**config.mk**
```make
export PLATFORM = sky130hd
export DESIGN_NAME = forwardPipe
export DESIGN_NICKNAME = d
export VERILOG_FILES = /design/src/design/forwardPipePkg.sv /design/src/design/regFile.sv /design/src/design/forwardingUnit.sv /design/src/design/issueStage.sv /design/src/design/executeStage.sv /design/src/design/forwardPipe.sv
export VERILOG_INCLUDE_DIRS = /design/src /design/src/design
export SDC_FILE = /design/constraint.sdc
export NUM_CORES = 1
export LEC_CHECK = 0
export BUFFER_PORTS_ARGS = -buffer_cell sky130_fd_sc_hd__buf_2
export CORE_MARGIN = 3
export CORE_UTILIZATION = 45
export DETAILED_ROUTE_END_ITERATION = 7
export GPL_ROUTABILITY_DRIVEN = 0
export HOLD_SLACK_MARGIN = 0.1
export SLEW_MARGIN = 25
export SYNTH_ARGS = -nofsm -noshare
export SYNTH_HDL_FRONTEND = slang
export SYNTH_HIERARCHICAL = 1
export SYNTH_SLANG_ARGS = --single-unit
export TNS_END_PERCENT = 100
```
**constraint.sdc**
```tcl
create_clock -name clk -period 11.2 [get_ports clk]
set_clock_uncertainty 0.15 [all_clocks]
set_input_delay 1.68 -clock clk [delete_from_list [all_inputs] [get_ports clk]]
set_output_delay 1.68 -clock clk [all_outputs]
set_load 0.005 [all_outputs]
```
**src/design/forwardPipe_config.svh**
```systemverilog
`ifndef FORWARD_PIPE_CONFIG_SVH
`define FORWARD_PIPE_CONFIG_SVH

// Operand and result width in bits
`define FP_DATA_WIDTH 16

// Number of architectural registers
`define FP_REG_COUNT 16

// Address width of the register file
// Must cover FP_REG_COUNT entries
`define FP_REG_ADDR_WIDTH 4

`endif

```
**src/design/forwardPipePkg.sv**
```systemverilog
`default_nettype none

`include "forwardPipe_config.svh"

package forwardPipePkg;

    // ALU operations
    // opPass hands operand B through and loads constants together with the immediate
    typedef enum logic [2:0] {
        opAdd  = 3'd0,
        opSub  = 3'd1,
        opAnd  = 3'd2,
        opOr   = 3'd3,
        opXor  = 3'd4,
        opShl  = 3'd5,
        opPass = 3'd6
    } aluOpT;

    // Register file address
    typedef logic [`FP_REG_ADDR_WIDTH-1:0] regAddrT;

    // Operand and result word
    typedef logic [`FP_DATA_WIDTH-1:0] dataT;

endpackage

`default_nettype wire

```
**src/design/regFile.sv**
```systemverilog
`default_nettype none

`include "forwardPipe_config.svh"

module regFile
    import forwardPipePkg::*;
(
    input  logic    clk,
    input  logic    arstN,

    // Write port, driven by the writeback register
    input  logic    wrEn,
    input  regAddrT wrAddr,
    input  dataT    wrData,

    // Two combinational read ports
    input  regAddrT rdAddrA,
    input  regAddrT rdAddrB,
    output dataT    rdDataA,
    output dataT    rdDataB
);

    dataT regs [`FP_REG_COUNT];

    // All registers read as zero until first written
    always_ff @(posedge clk or negedge arstN) begin
        if (!arstN) begin
            for (int i = 0; i < `FP_REG_COUNT; i++) begin
                regs[i] <= '0;
            end
        end else if (wrEn) begin
            regs[wrAddr] <= wrData;
        end
    end

    // No write-through, a read in the write cycle returns the old value
    always_comb begin
        rdDataA = regs[rdAddrA];
        rdDataB = regs[rdAddrB];
    end

    // A write must always land on a defined register
    wrAddrKnown: assert property (
        @(posedge clk) disable iff (!arstN)
        wrEn |-> !$isunknown(wrAddr)
    ) else $error("regFile write with unknown address");

endmodule

`default_nettype wire

```
**src/design/forwardingUnit.sv**
```systemverilog
`default_nettype none

`include "forwardPipe_config.svh"

module forwardingUnit
    import forwardPipePkg::*;
(
    // Operand requests from the decode register
    input  logic    readA,
    input  logic    readB,
    input  regAddrT srcA,
    input  regAddrT srcB,
    input  dataT    regDataA,
    input  dataT    regDataB,

    // Slot 0 is the instruction in execute
    input  logic    fwd0Valid,
    input  regAddrT fwd0Addr,
    input  dataT    fwd0Data,

    // Slot 1 is the instruction in writeback
    input  logic    fwd1Valid,
    input  regAddrT fwd1Addr,
    input  dataT    fwd1Data,

    output dataT    opA,
    output dataT    opB
);

    logic fwd0ToA;
    logic fwd0ToB;
    logic fwd1ToA;
    logic fwd1ToB;

    // Priority select, newer slot 0 beats slot 1 beats the register file
    function automatic dataT selectOperand(
        input logic take0,
        input logic take1,
        input dataT slot0,
        input dataT slot1,
        input dataT regData
    );
        if (take0) begin
            return slot0;
        end else if (take1) begin
            return slot1;
        end
        return regData;
    endfunction

    // Match enables, one per slot per operand
    assign fwd0ToA = fwd0Valid && readA && (fwd0Addr == srcA);
    assign fwd0ToB = fwd0Valid && readB && (fwd0Addr == srcB);
    assign fwd1ToA = fwd1Valid && readA && (fwd1Addr == srcA);
    assign fwd1ToB = fwd1Valid && readB && (fwd1Addr == srcB);

    assign opA = selectOperand(fwd0ToA, fwd1ToA, fwd0Data, fwd1Data, regDataA);
    assign opB = selectOperand(fwd0ToB, fwd1ToB, fwd0Data, fwd1Data, regDataB);

    // Forwarded data from the execute stage must be defined when it is picked
    always_comb begin
        if (fwd0ToA || fwd0ToB) begin
            fwd0Known: assert (!$isunknown(fwd0Data))
                else $error("slot 0 selected with unknown data");
        end
        if (fwd1ToA || fwd1ToB) begin
            fwd1Known: assert (!$isunknown(fwd1Data))
                else $error("slot 1 selected with unknown data");
        end
    end

endmodule

`default_nettype wire

```
**src/design/issueStage.sv**
```systemverilog
`default_nettype none

`include "forwardPipe_config.svh"

module issueStage
    import forwardPipePkg::*;
(
    input  logic    clk,
    input  logic    arstN,
    input  logic    clkEn,

    // Incoming instruction
    input  logic    instValid,
    input  aluOpT   op,
    input  regAddrT dst,
    input  regAddrT srcA,
    input  regAddrT srcB,
    input  logic    useImm,
    input  dataT    imm,

    // Register file reads
    output regAddrT rdAddrA,
    output regAddrT rdAddrB,
    input  dataT    rdDataA,
    input  dataT    rdDataB,

    // Forward sources from the execute stage
    input  logic    fwd0Valid,
    input  regAddrT fwd0Addr,
    input  dataT    fwd0Data,
    input  logic    fwd1Valid,
    input  regAddrT fwd1Addr,
    input  dataT    fwd1Data,

    // Execute register
    output logic    exValid,
    output aluOpT   exOp,
    output regAddrT exDst,
    output dataT    exOpA,
    output dataT    exOpB
);

    // Decode register
    logic    decValid;
    aluOpT   decOp;
    regAddrT decDst;
    regAddrT decSrcA;
    regAddrT decSrcB;
    logic    decUseImm;
    dataT    decImm;

    dataT    resolvedA;
    dataT    resolvedB;

    always_ff @(posedge clk or negedge arstN) begin
        if (!arstN) begin
            decValid <= 1'b0;
        end else if (clkEn) begin
            decValid <= instValid;
        end
    end

    always_ff @(posedge clk) begin
        if (clkEn) begin
            decOp     <= op;
            decDst    <= dst;
            decSrcA   <= srcA;
            decSrcB   <= srcB;
            decUseImm <= useImm;
            decImm    <= imm;
        end
    end

    assign rdAddrA = decSrcA;
    assign rdAddrB = decSrcB;

    // Operand B is not requested when the immediate replaces it
    forwardingUnit i_forwardingUnit (
        .readA     (decValid),
        .readB     (decValid && !decUseImm),
        .srcA      (decSrcA),
        .srcB      (decSrcB),
        .regDataA  (rdDataA),
        .regDataB  (rdDataB),
        .fwd0Valid (fwd0Valid),
        .fwd0Addr  (fwd0Addr),
        .fwd0Data  (fwd0Data),
        .fwd1Valid (fwd1Valid),
        .fwd1Addr  (fwd1Addr),
        .fwd1Data  (fwd1Data),
        .opA       (resolvedA),
        .opB       (resolvedB)
    );

    // A bubble in decode becomes a bubble in execute
    always_ff @(posedge clk or negedge arstN) begin
        if (!arstN) begin
            exValid <= 1'b0;
        end else if (clkEn) begin
            exValid <= decValid;
        end
    end

    always_ff @(posedge clk) begin
        if (clkEn) begin
            exOp  <= decOp;
            exDst <= decDst;
            exOpA <= resolvedA;
            exOpB <= decUseImm ? decImm : resolvedB;
        end
    end

endmodule

`default_nettype wire

```
**src/design/executeStage.sv**
```systemverilog
`default_nettype none

`include "forwardPipe_config.svh"

module executeStage
    import forwardPipePkg::*;
(
    input  logic    clk,
    input  logic    arstN,
    input  logic    clkEn,

    // Execute register contents from the issue stage
    input  logic    exValid,
    input  aluOpT   exOp,
    input  regAddrT exDst,
    input  dataT    exOpA,
    input  dataT    exOpB,

    // Slot 0, combinational result of the instruction in execute
    output logic    fwd0Valid,
    output regAddrT fwd0Addr,
    output dataT    fwd0Data,

    // Slot 1, the writeback register
    output logic    fwd1Valid,
    output regAddrT fwd1Addr,
    output dataT    fwd1Data
);

    localparam int ShiftBits = $clog2(`FP_DATA_WIDTH);

    dataT aluResult;

    // Add and sub wrap at the word width
    always_comb begin
        case (exOp)
            opAdd:   aluResult = exOpA + exOpB;
            opSub:   aluResult = exOpA - exOpB;
            opAnd:   aluResult = exOpA & exOpB;
            opOr:    aluResult = exOpA | exOpB;
            opXor:   aluResult = exOpA ^ exOpB;
            // Shift amount from the low bits of B
            opShl:   aluResult = exOpA << exOpB[ShiftBits-1:0];
            opPass:  aluResult = exOpB;
            default: aluResult = '0;
        endcase
    end

    assign fwd0Valid = exValid;
    assign fwd0Addr  = exDst;
    assign fwd0Data  = aluResult;

    // Writeback register
    always_ff @(posedge clk or negedge arstN) begin
        if (!arstN) begin
            fwd1Valid <= 1'b0;
        end else if (clkEn) begin
            fwd1Valid <= exValid;
        end
    end

    always_ff @(posedge clk) begin
        if (clkEn) begin
            fwd1Addr <= exDst;
            fwd1Data <= aluResult;
        end
    end

    // Anything leaving for the register file must be defined
    wbDataKnown: assert property (
        @(posedge clk) disable iff (!arstN)
        fwd1Valid |-> !$isunknown(fwd1Data)
    ) else $error("writeback valid with unknown data");

endmodule

`default_nettype wire

```
**src/design/forwardPipe.sv**
```systemverilog
`default_nettype none

`include "forwardPipe_config.svh"

module forwardPipe
    import forwardPipePkg::*;
(
    input  logic    clk,
    input  logic    arstN,
    input  logic    clkEn,

    input  logic    instValid,
    input  aluOpT   op,
    input  regAddrT dst,
    input  regAddrT srcA,
    input  regAddrT srcB,
    input  logic    useImm,
    input  dataT    imm,

    output logic    wbValid,
    output regAddrT wbAddr,
    output dataT    wbData
);

    regAddrT rdAddrA;
    regAddrT rdAddrB;
    dataT    rdDataA;
    dataT    rdDataB;

    logic    exValid;
    aluOpT   exOp;
    regAddrT exDst;
    dataT    exOpA;
    dataT    exOpB;

    logic    fwd0Valid;
    regAddrT fwd0Addr;
    dataT    fwd0Data;
    logic    fwd1Valid;
    regAddrT fwd1Addr;
    dataT    fwd1Data;

    issueStage i_issueStage (
        .clk       (clk),
        .arstN     (arstN),
        .clkEn     (clkEn),
        .instValid (instValid),
        .op        (op),
        .dst       (dst),
        .srcA      (srcA),
        .srcB      (srcB),
        .useImm    (useImm),
        .imm       (imm),
        .rdAddrA   (rdAddrA),
        .rdAddrB   (rdAddrB),
        .rdDataA   (rdDataA),
        .rdDataB   (rdDataB),
        .fwd0Valid (fwd0Valid),
        .fwd0Addr  (fwd0Addr),
        .fwd0Data  (fwd0Data),
        .fwd1Valid (fwd1Valid),
        .fwd1Addr  (fwd1Addr),
        .fwd1Data  (fwd1Data),
        .exValid   (exValid),
        .exOp      (exOp),
        .exDst     (exDst),
        .exOpA     (exOpA),
        .exOpB     (exOpB)
    );

    // Stalled cycles must not write, so the write strobe follows clkEn
    regFile i_regFile (
        .clk     (clk),
        .arstN   (arstN),
        .wrEn    (fwd1Valid && clkEn),
        .wrAddr  (fwd1Addr),
        .wrData  (fwd1Data),
        .rdAddrA (rdAddrA),
        .rdAddrB (rdAddrB),
        .rdDataA (rdDataA),
        .rdDataB (rdDataB)
    );

    executeStage i_executeStage (
        .clk       (clk),
        .arstN     (arstN),
        .clkEn     (clkEn),
        .exValid   (exValid),
        .exOp      (exOp),
        .exDst     (exDst),
        .exOpA     (exOpA),
        .exOpB     (exOpB),
        .fwd0Valid (fwd0Valid),
        .fwd0Addr  (fwd0Addr),
        .fwd0Data  (fwd0Data),
        .fwd1Valid (fwd1Valid),
        .fwd1Addr  (fwd1Addr),
        .fwd1Data  (fwd1Data)
    );

    // Writeback register is visible outside
    assign wbValid = fwd1Valid;
    assign wbAddr  = fwd1Addr;
    assign wbData  = fwd1Data;

endmodule

`default_nettype wire

```
# After elaboration in Yosys (flattened, before gate mapping)
# Index checks and enable logic that the tools add are counted.
dict set report totals {
  word_cells 88
  register_bits 350
  output_inout_bits 21
  inputBits 36
}
dict set report classes {
  shift 1
  order_cmp 4
  reduce_logical 13
  n_eq_ne 10
  bitwise_logic 6
  n_mux 21
  n_addsub 2
}
# op n
set op_table {}
lappend op_table {{256-bit bitwise mux} 1}
lappend op_table {{16-bit two-way mux} 12}
lappend op_table {{16-bit binary-select mux with 4-bit select} 2}
lappend op_table {{16-bit one-hot mux with 7 select lines} 1}
lappend op_table {{16-bit demux with 4-bit select} 1}
lappend op_table {{16-bit adder} 1}
lappend op_table {{16-bit bitwise AND} 1}
lappend op_table {{4-bit equality test} 4}
lappend op_table {{16-bit OR} 1}
lappend op_table {{16-bit by 4-bit << shifter with 16-bit output} 1}
lappend op_table {{16-bit subtractor} 1}
lappend op_table {{16-bit XOR} 1}
lappend op_table {{5-bit >= comparator, second input constant} 3}
lappend op_table {{4-bit NOT with 5-bit output} 3}
lappend op_table {{1-bit logical AND} 11}
lappend op_table {{3-bit equality test, second input constant} 3}
lappend op_table {{3-bit by 2-bit equality test with 1-bit output, second input constant} 2}
lappend op_table {{5-bit by 1-bit less-than comparator with 1-bit output, second input constant} 1}
lappend op_table {{1-bit two-way mux} 4}
lappend op_table {{3-bit by 1-bit equality test with 1-bit output, second input constant} 1}
lappend op_table {{3-bit logical NOT} 1}
lappend op_table {{1-bit logical NOT} 1}

# Logic depth before layout (Yosys ltp)
dict set report depth {
  depth_word 8
  mapped_depth 18
  ltp_nobuf 16
}

# Cells and area by module
# The synthesis kept the hierarchy.
# module seq_area_each_um2 n_inst cells_each area_per_inst_um2
set modules_own_cells {}
lappend modules_own_cells {regFile 6406.1 1 849 13470.4}
lappend modules_own_cells {executeStage 625.6 1 444 3573.4}
lappend modules_own_cells {issueStage 2182.1 1 94 2458.6}
lappend modules_own_cells {forwardingUnit 0.0 1 195 1193.6}
lappend modules_own_cells {forwardPipe 0.0 1 1 6.3}

# Least setup slack after synthesis
# OpenSTA, ideal clock, no wires.
dict set report synth_path {
  path_kind {register to register}
  from {register i_issueStage.exOp[1]}
  to {register i_issueStage.exOpB[15] (data pin)}
  arrival_ns 3.793
  setup_ns 0.260
  path_slack_ns 6.998
  synth_period_minus_slack_ns 4.202
  path_stages_with_launch 18
  t_required_ns 10.790
  path_buffers 3
  path_cell_list {edfxtp_1 > buf_2 > or2_1 > clkbuf_1 > nor2_2 > clkbuf_1 > a31oi_1 > xnor2_1 > ha_1 > a21o_1 > o41ai_4 > o21ai_1 > a31oi_4 > xnor2_1 > a211o_1 > nor4_1 > a31oi_1 > mux2_2}
}
dict set report synth_via {
  elab_chain_cells 5
  elab_cells_between_ends 11
  classes_between {eq/ne (6); mux (4); reduce/logical (1)}
}
# item line
set synth_rtl {}
lappend synth_rtl {{start: declaration} issueStage.sv:37} ;# output aluOpT exOp,
lappend synth_rtl {{start signal: assignment} issueStage.sv:106} ;# exOp <= decOp;
lappend synth_rtl {{3-bit equality test (tied with other cells)} executeStage.sv:36} ;# case (exOp)
lappend synth_rtl {{16-bit one-hot mux with 7 select lines *} executeStage.sv:36}
lappend synth_rtl {{net fwd0Data[15]} forwardPipe.sv:38} ;# dataT fwd0Data;
lappend synth_rtl {{16-bit two-way mux *} forwardingUnit.sv:43} ;# if (take0) begin
lappend synth_rtl {{16-bit two-way mux *} forwardingUnit.sv:48} ;# return regData;
lappend synth_rtl {{net i_issueStage.resolvedB[15]} issueStage.sv:53} ;# dataT resolvedB;
lappend synth_rtl {{16-bit two-way mux *} issueStage.sv:109} ;# exOpB <= decUseImm ? decImm : resolvedB;
lappend synth_rtl {{end signal: assignment} issueStage.sv:109}
lappend synth_rtl {{end: declaration} issueStage.sv:40} ;# output dataT exOpB
# The timed path passes the listed nets; every way through them passes the cells marked *.
# A chain may end at the register's enable or synchronous reset.

# Worst setup path in the final report
dict set report layout_path {
  from {register i_issueStage.exOp[0]}
  to {register i_issueStage.exOpB[15] (data pin)}
}
# Same word-level chain as after synthesis.

==> summary.md <==
| Metric | Value |
|---|---|
| Clk Latency, worst-skew pair | `~0.57 ns` |
| Fmax | `between 0.15 and 0.2 GHz` |
| Register area share after synthesis | `about 45%` |
| Post-synth design cell area | `20,700 um^2` |
| Total CTS buffers | `40` |
| CTS Sinks | `350` |
| WP data required | `around 11 ns` |
| Total wire length | `about 60 mm` |
| Iter 0 DRT Violations | `1,591` |
| Outcome | `complete, no violations` |
| Post-synth net total | `between 1,500 and 2,000` |
| Die ar. | `48,600 um^2` |
| DR DRC count | `0` |
| Row Count | `between 70 and 80` |
| Least-Margin Pin Slew | `around 1.2 ns` |
| Cell count after synthesis | `1,583` |
| Reg-to-Reg Start | `i_issueStage/exOp[0]$_DFFE_PP_` |
| Async SR Flop Fraction | `between 70% and 80%` |
| Critical Path AT | `5.42 ns` |
| Final critical-path required period | `roughly 5.3 ns` |
| RSZ-0062 raised after global routing | `false` |
| Dpl cells | `roughly 2,100` |
| Setup Buffers After CTS | `0` |
| Leak | `~9.5 nW` |
| Crit end category | `register` |
| Share of layout cells above drive strength 1 | `between 30% and 40%` |
| Reg-to-reg slack, setup | `between 5 and 6 ns` |
| Antenna-violating nets left | `0` |
| Hold Crit Class | `register to register` |
| CTS Buffer Depth | `3` |
| Max-slew violations | `0` |
| Worst Setup EP | `i_issueStage/exOpB[15]$_DFFE_PP_` |
| Average size of a mapped cell | `approximately 13 um^2` |
| CORE AREA | `~45,000 um^2` |
| Routed WL per cell | `approximately 27 um` |
| Worst setup SP type | `register` |
| CTS tree | `yes` |
| DR vias/cell | `6.46` |
| GR Overflow Total | `0` |
| Root Driver | `clkbuf_16` |
| Slew HR | `21.5%` |
| N_diodes | `0` |
| Crit Path Class | `register to register` |
| Gr usage total | `24.9%` |
| DRT Pass-1 Iters | `7` |
| Die span in y | `220 um` |
| Worst-path clk slew | `about 0.06 ns` |
| H-Tree Depth | `2` |
| Pre-CTS WS | `~6 ns` |
| Worst R2R Path Depth | `14` |
| Maximum resistive drop on vdd | `about 110 uV` |
| Critical path launch point | `i_issueStage/exOp[0]$_DFFE_PP_` |
| Post-route insts no fill | `roughly 2,200` |
| Final setup violation count | `0` |
| Ratio of final minimum period to clock period | `a little under half` |
| Distinct cells, synth | `72` |
| Via count | `between 10,000 and 15,000` |
| Pwr dens | `~200 nW/um^2` |
| Final WS setup | `5.95 ns` |
| First-pass GRT wire length | `91.0 mm` |
| Fin Setup TNS | `0 ns` |
| DIE WIDTH | `around 220 um` |
| Top_reg_cell synth | `dfrtp_1` |
| Max cap viols | `0` |
| I/O pin count | `57` |
| Post-CTS sizing | `0` |
| Largest net degree at the start of global routing | `around 100` |
| Initial antenna violation count | `0` |
| Vias in the first global route | `roughly 15,000` |
| R2r endpoint | `i_issueStage/exOpB[15]$_DFFE_PP_` |
| IO buf count | `56` |
| Ys Warns | `6` |
| Initial Util | `roughly 46%` |
| Flip-flop and latch count after synthesis | `350` |
| Post-CTS Hold Fix Bufs | `0` |
| HPWL after DPL | `37.4 mm` |
| Area grow syn2layout | `9.72%` |
| Filler cells | `3,846` |
| Final Hold Vio Count | `0` |
| CP Max Fanout | `26` |
| Nets | `about 1,700` |
| Post-synth EDFFs | `91` |
[power by group]
| group | internal, mW | leakage [nW] | switching [mW] | total [mW] |
|---|---|---|---|---|
| combinational | 0.692 | 4.57 | 0.605 | 1.30 |
| sequential | 1.65 | 4.29 | 0.285 | 1.93 |
| clock | 0.770 | 0.625 | 0.531 | 1.30 |
| total | 3.11 | 9.48 | 1.42 | 4.53 |
[registers in the layout, summed over array words and instances (netlist names), 4 cells and up]
signal                   flops
i_regFile/regs             256
i_executeStage/fwd1Data     16
i_issueStage/decImm         16
i_issueStage/exOpA          16
i_issueStage/exOpB          16
i_executeStage/fwd1Addr      4
i_issueStage/decDst          4
i_issueStage/exDst           4
i_issueStage/rdAddrA         4
i_issueStage/rdAddrB         4
[per-layer routing]
| layer | up-vias | part of all wire, % | global-route usage, % |
|---|---|---|---|
| li1 | 6171 | - | - |
| met1 | 7411 | 41 | 33.4 |
| met2 | 587 | 48 | 40.7 |
| met3 | 136 | 7.2 | 4.71 |
| met4 | 0 | 4.0 | 9.28 |
| met5 | - | 0 | 0 |
[layout make-up]
cell class / count / area (um^2) / area share, %
inverter: 42 / 158 / 0.694
tap: 592 / 741 / 3.26
clock inverter: 13 / 143 / 0.628
timing repair buffer: 108 / 691 / 3.04
clock buffer: 55 / 1130 / 4.97
multi-input combinational: 1055 / 10600 / 46.8
sequential: 350 / 9210 / 40.6
[critical path: stages, from the launching register on]
cell and delay, ns:
edfxtp_1 0.93, inv_1 0.50, nor2_2 0.63, a31oi_1 0.11, xnor2_1 0.17, ha_1 0.35, a21o_1 0.25, o41ai_4 0.43
o21ai_1 0.20, a31oi_4 0.19, xnor2_1 0.09, a211o_1 0.33, nor4_1 0.29, a31oi_1 0.07, mux2_2 0.29
[placed cells by master, fill, tap and decap left out, types with 9 or more instances in the layout]
| cell type | netlist | routed |
|---|---|---|
| mux2_2 | 261 | 261 |
| a22oi_1 | 67 | 67 |
| nor4_1 | 33 | 33 |
| clkbuf_16 | 0 | 41 |
| nor2b_1 | 20 | 20 |
| dfrtp_1 | 259 | 259 |
| a21oi_1 | 26 | 26 |
| o211ai_1 | 9 | 9 |
| o21ai_0 | 38 | 38 |
| nand3_1 | 14 | 14 |
| o21ai_1 | 15 | 15 |
| buf_4 | 13 | 51 |
| inv_1 | 41 | 41 |
| edfxtp_1 | 91 | 91 |
| o31ai_1 | 16 | 16 |
| ha_1 | 49 | 49 |
| nand4_1 | 31 | 31 |
| nand2_1 | 82 | 82 |
| xnor2_1 | 23 | 23 |
| buf_2 | 33 | 54 |
| nand2b_1 | 9 | 9 |
| mux2i_1 | 24 | 24 |
| clkbuf_1 | 68 | 9 |
| mux4_2 | 130 | 130 |
| mux2_4 | 20 | 20 |
| nor2_1 | 41 | 38 |
| a31oi_1 | 41 | 41 |
[synth_stat cells, types with 3 or more instances]
cell type	count	area [um^2]
mux2_2	261	2940
dfrtp_1	259	6480
mux4_2	130	2930
edfxtp_1	91	2730
nand2_1	82	308
clkbuf_1	68	255
a22oi_1	67	503
ha_1	49	613
a31oi_1	41	257
inv_1	41	154
nor2_1	41	154
o21ai_0	38	190
buf_2	33	165
nor4_1	33	206
nand4_1	31	194
a21oi_1	26	130
mux2i_1	24	240
xnor2_1	23	201
mux2_4	20	300
nor2b_1	20	125
o31ai_1	16	120
o21ai_1	15	75.1
nand3_1	14	70.1
buf_4	13	97.6
buf_1	10	37.5
buf_6	10	113
nand2b_1	9	56.3
o211ai_1	9	67.6
o22ai_1	8	50.1
xor2_1	8	70.1
nor3_2	6	60.1
o221ai_1	6	52.6
or3_1	6	37.5
and2_1	5	31.3
nor2_2	5	31.3
nor3_1	5	25.0
a211o_1	4	35.0
a21o_1	4	30.0
a221oi_1	4	35.0
nand3b_1	4	30.0
and3_1	3	18.8
[per-stage QoR]
stage	util (%)	area, um^2	hold WS (ns)	power (mW)
2_1_floorplan	-	20700	0.250	2.84
3_3_place_gp	47.8	21400	0.251	3.18
3_5_place_dp	47.9	21400	0.260	3.23
4_1_cts	50.7	22700	0.270	4.54
5_1_grt	50.7	22700	0.283	4.76
6_report	50.7	22700	0.266	4.53
[worst min-delay path by stage]
stage	slack (ns)	start	cells past startpoint	endpoint
floorplan	0.25	i_issueStage/decDst[0]$_DFFE_PP_	0	i_issueStage/exDst[0]$_DFFE_PP_
global placement	0.25	i_issueStage/decDst[2]$_DFFE_PP_	0	i_issueStage/exDst[2]$_DFFE_PP_
detailed placement	0.26	i_issueStage/decOp[1]$_DFFE_PP_	0	i_issueStage/exOp[1]$_DFFE_PP_
CTS	0.27	i_issueStage/decDst[1]$_DFFE_PP_	0	i_issueStage/exDst[1]$_DFFE_PP_
global route	0.28	i_issueStage/decDst[1]$_DFFE_PP_	0	i_issueStage/exDst[1]$_DFFE_PP_
finish	0.27	i_issueStage/decDst[1]$_DFFE_PP_	0	i_issueStage/exDst[1]$_DFFE_PP_
[cell families (layout without fill, tap and decap cells)]
| family | Yosys count | after routing | share of synthesized area [%] |
|---|---|---|---|
| buffers and inverters | 178 | 218 | 4.16 |
| flip-flops | 350 | 350 | 44.5 |
| AND/OR/NAND/NOR | 277 | 277 | 7.23 |
| AO/OA/AOI/OAI | 261 | 261 | 8.70 |
| adder cells (fa/ha/maj) | 50 | 50 | 3.06 |
| XOR/XNOR | 32 | 32 | 1.39 |
| multiplexers | 435 | 435 | 31.0 |
Note: power is estimated with default switching activity, not from simulation.
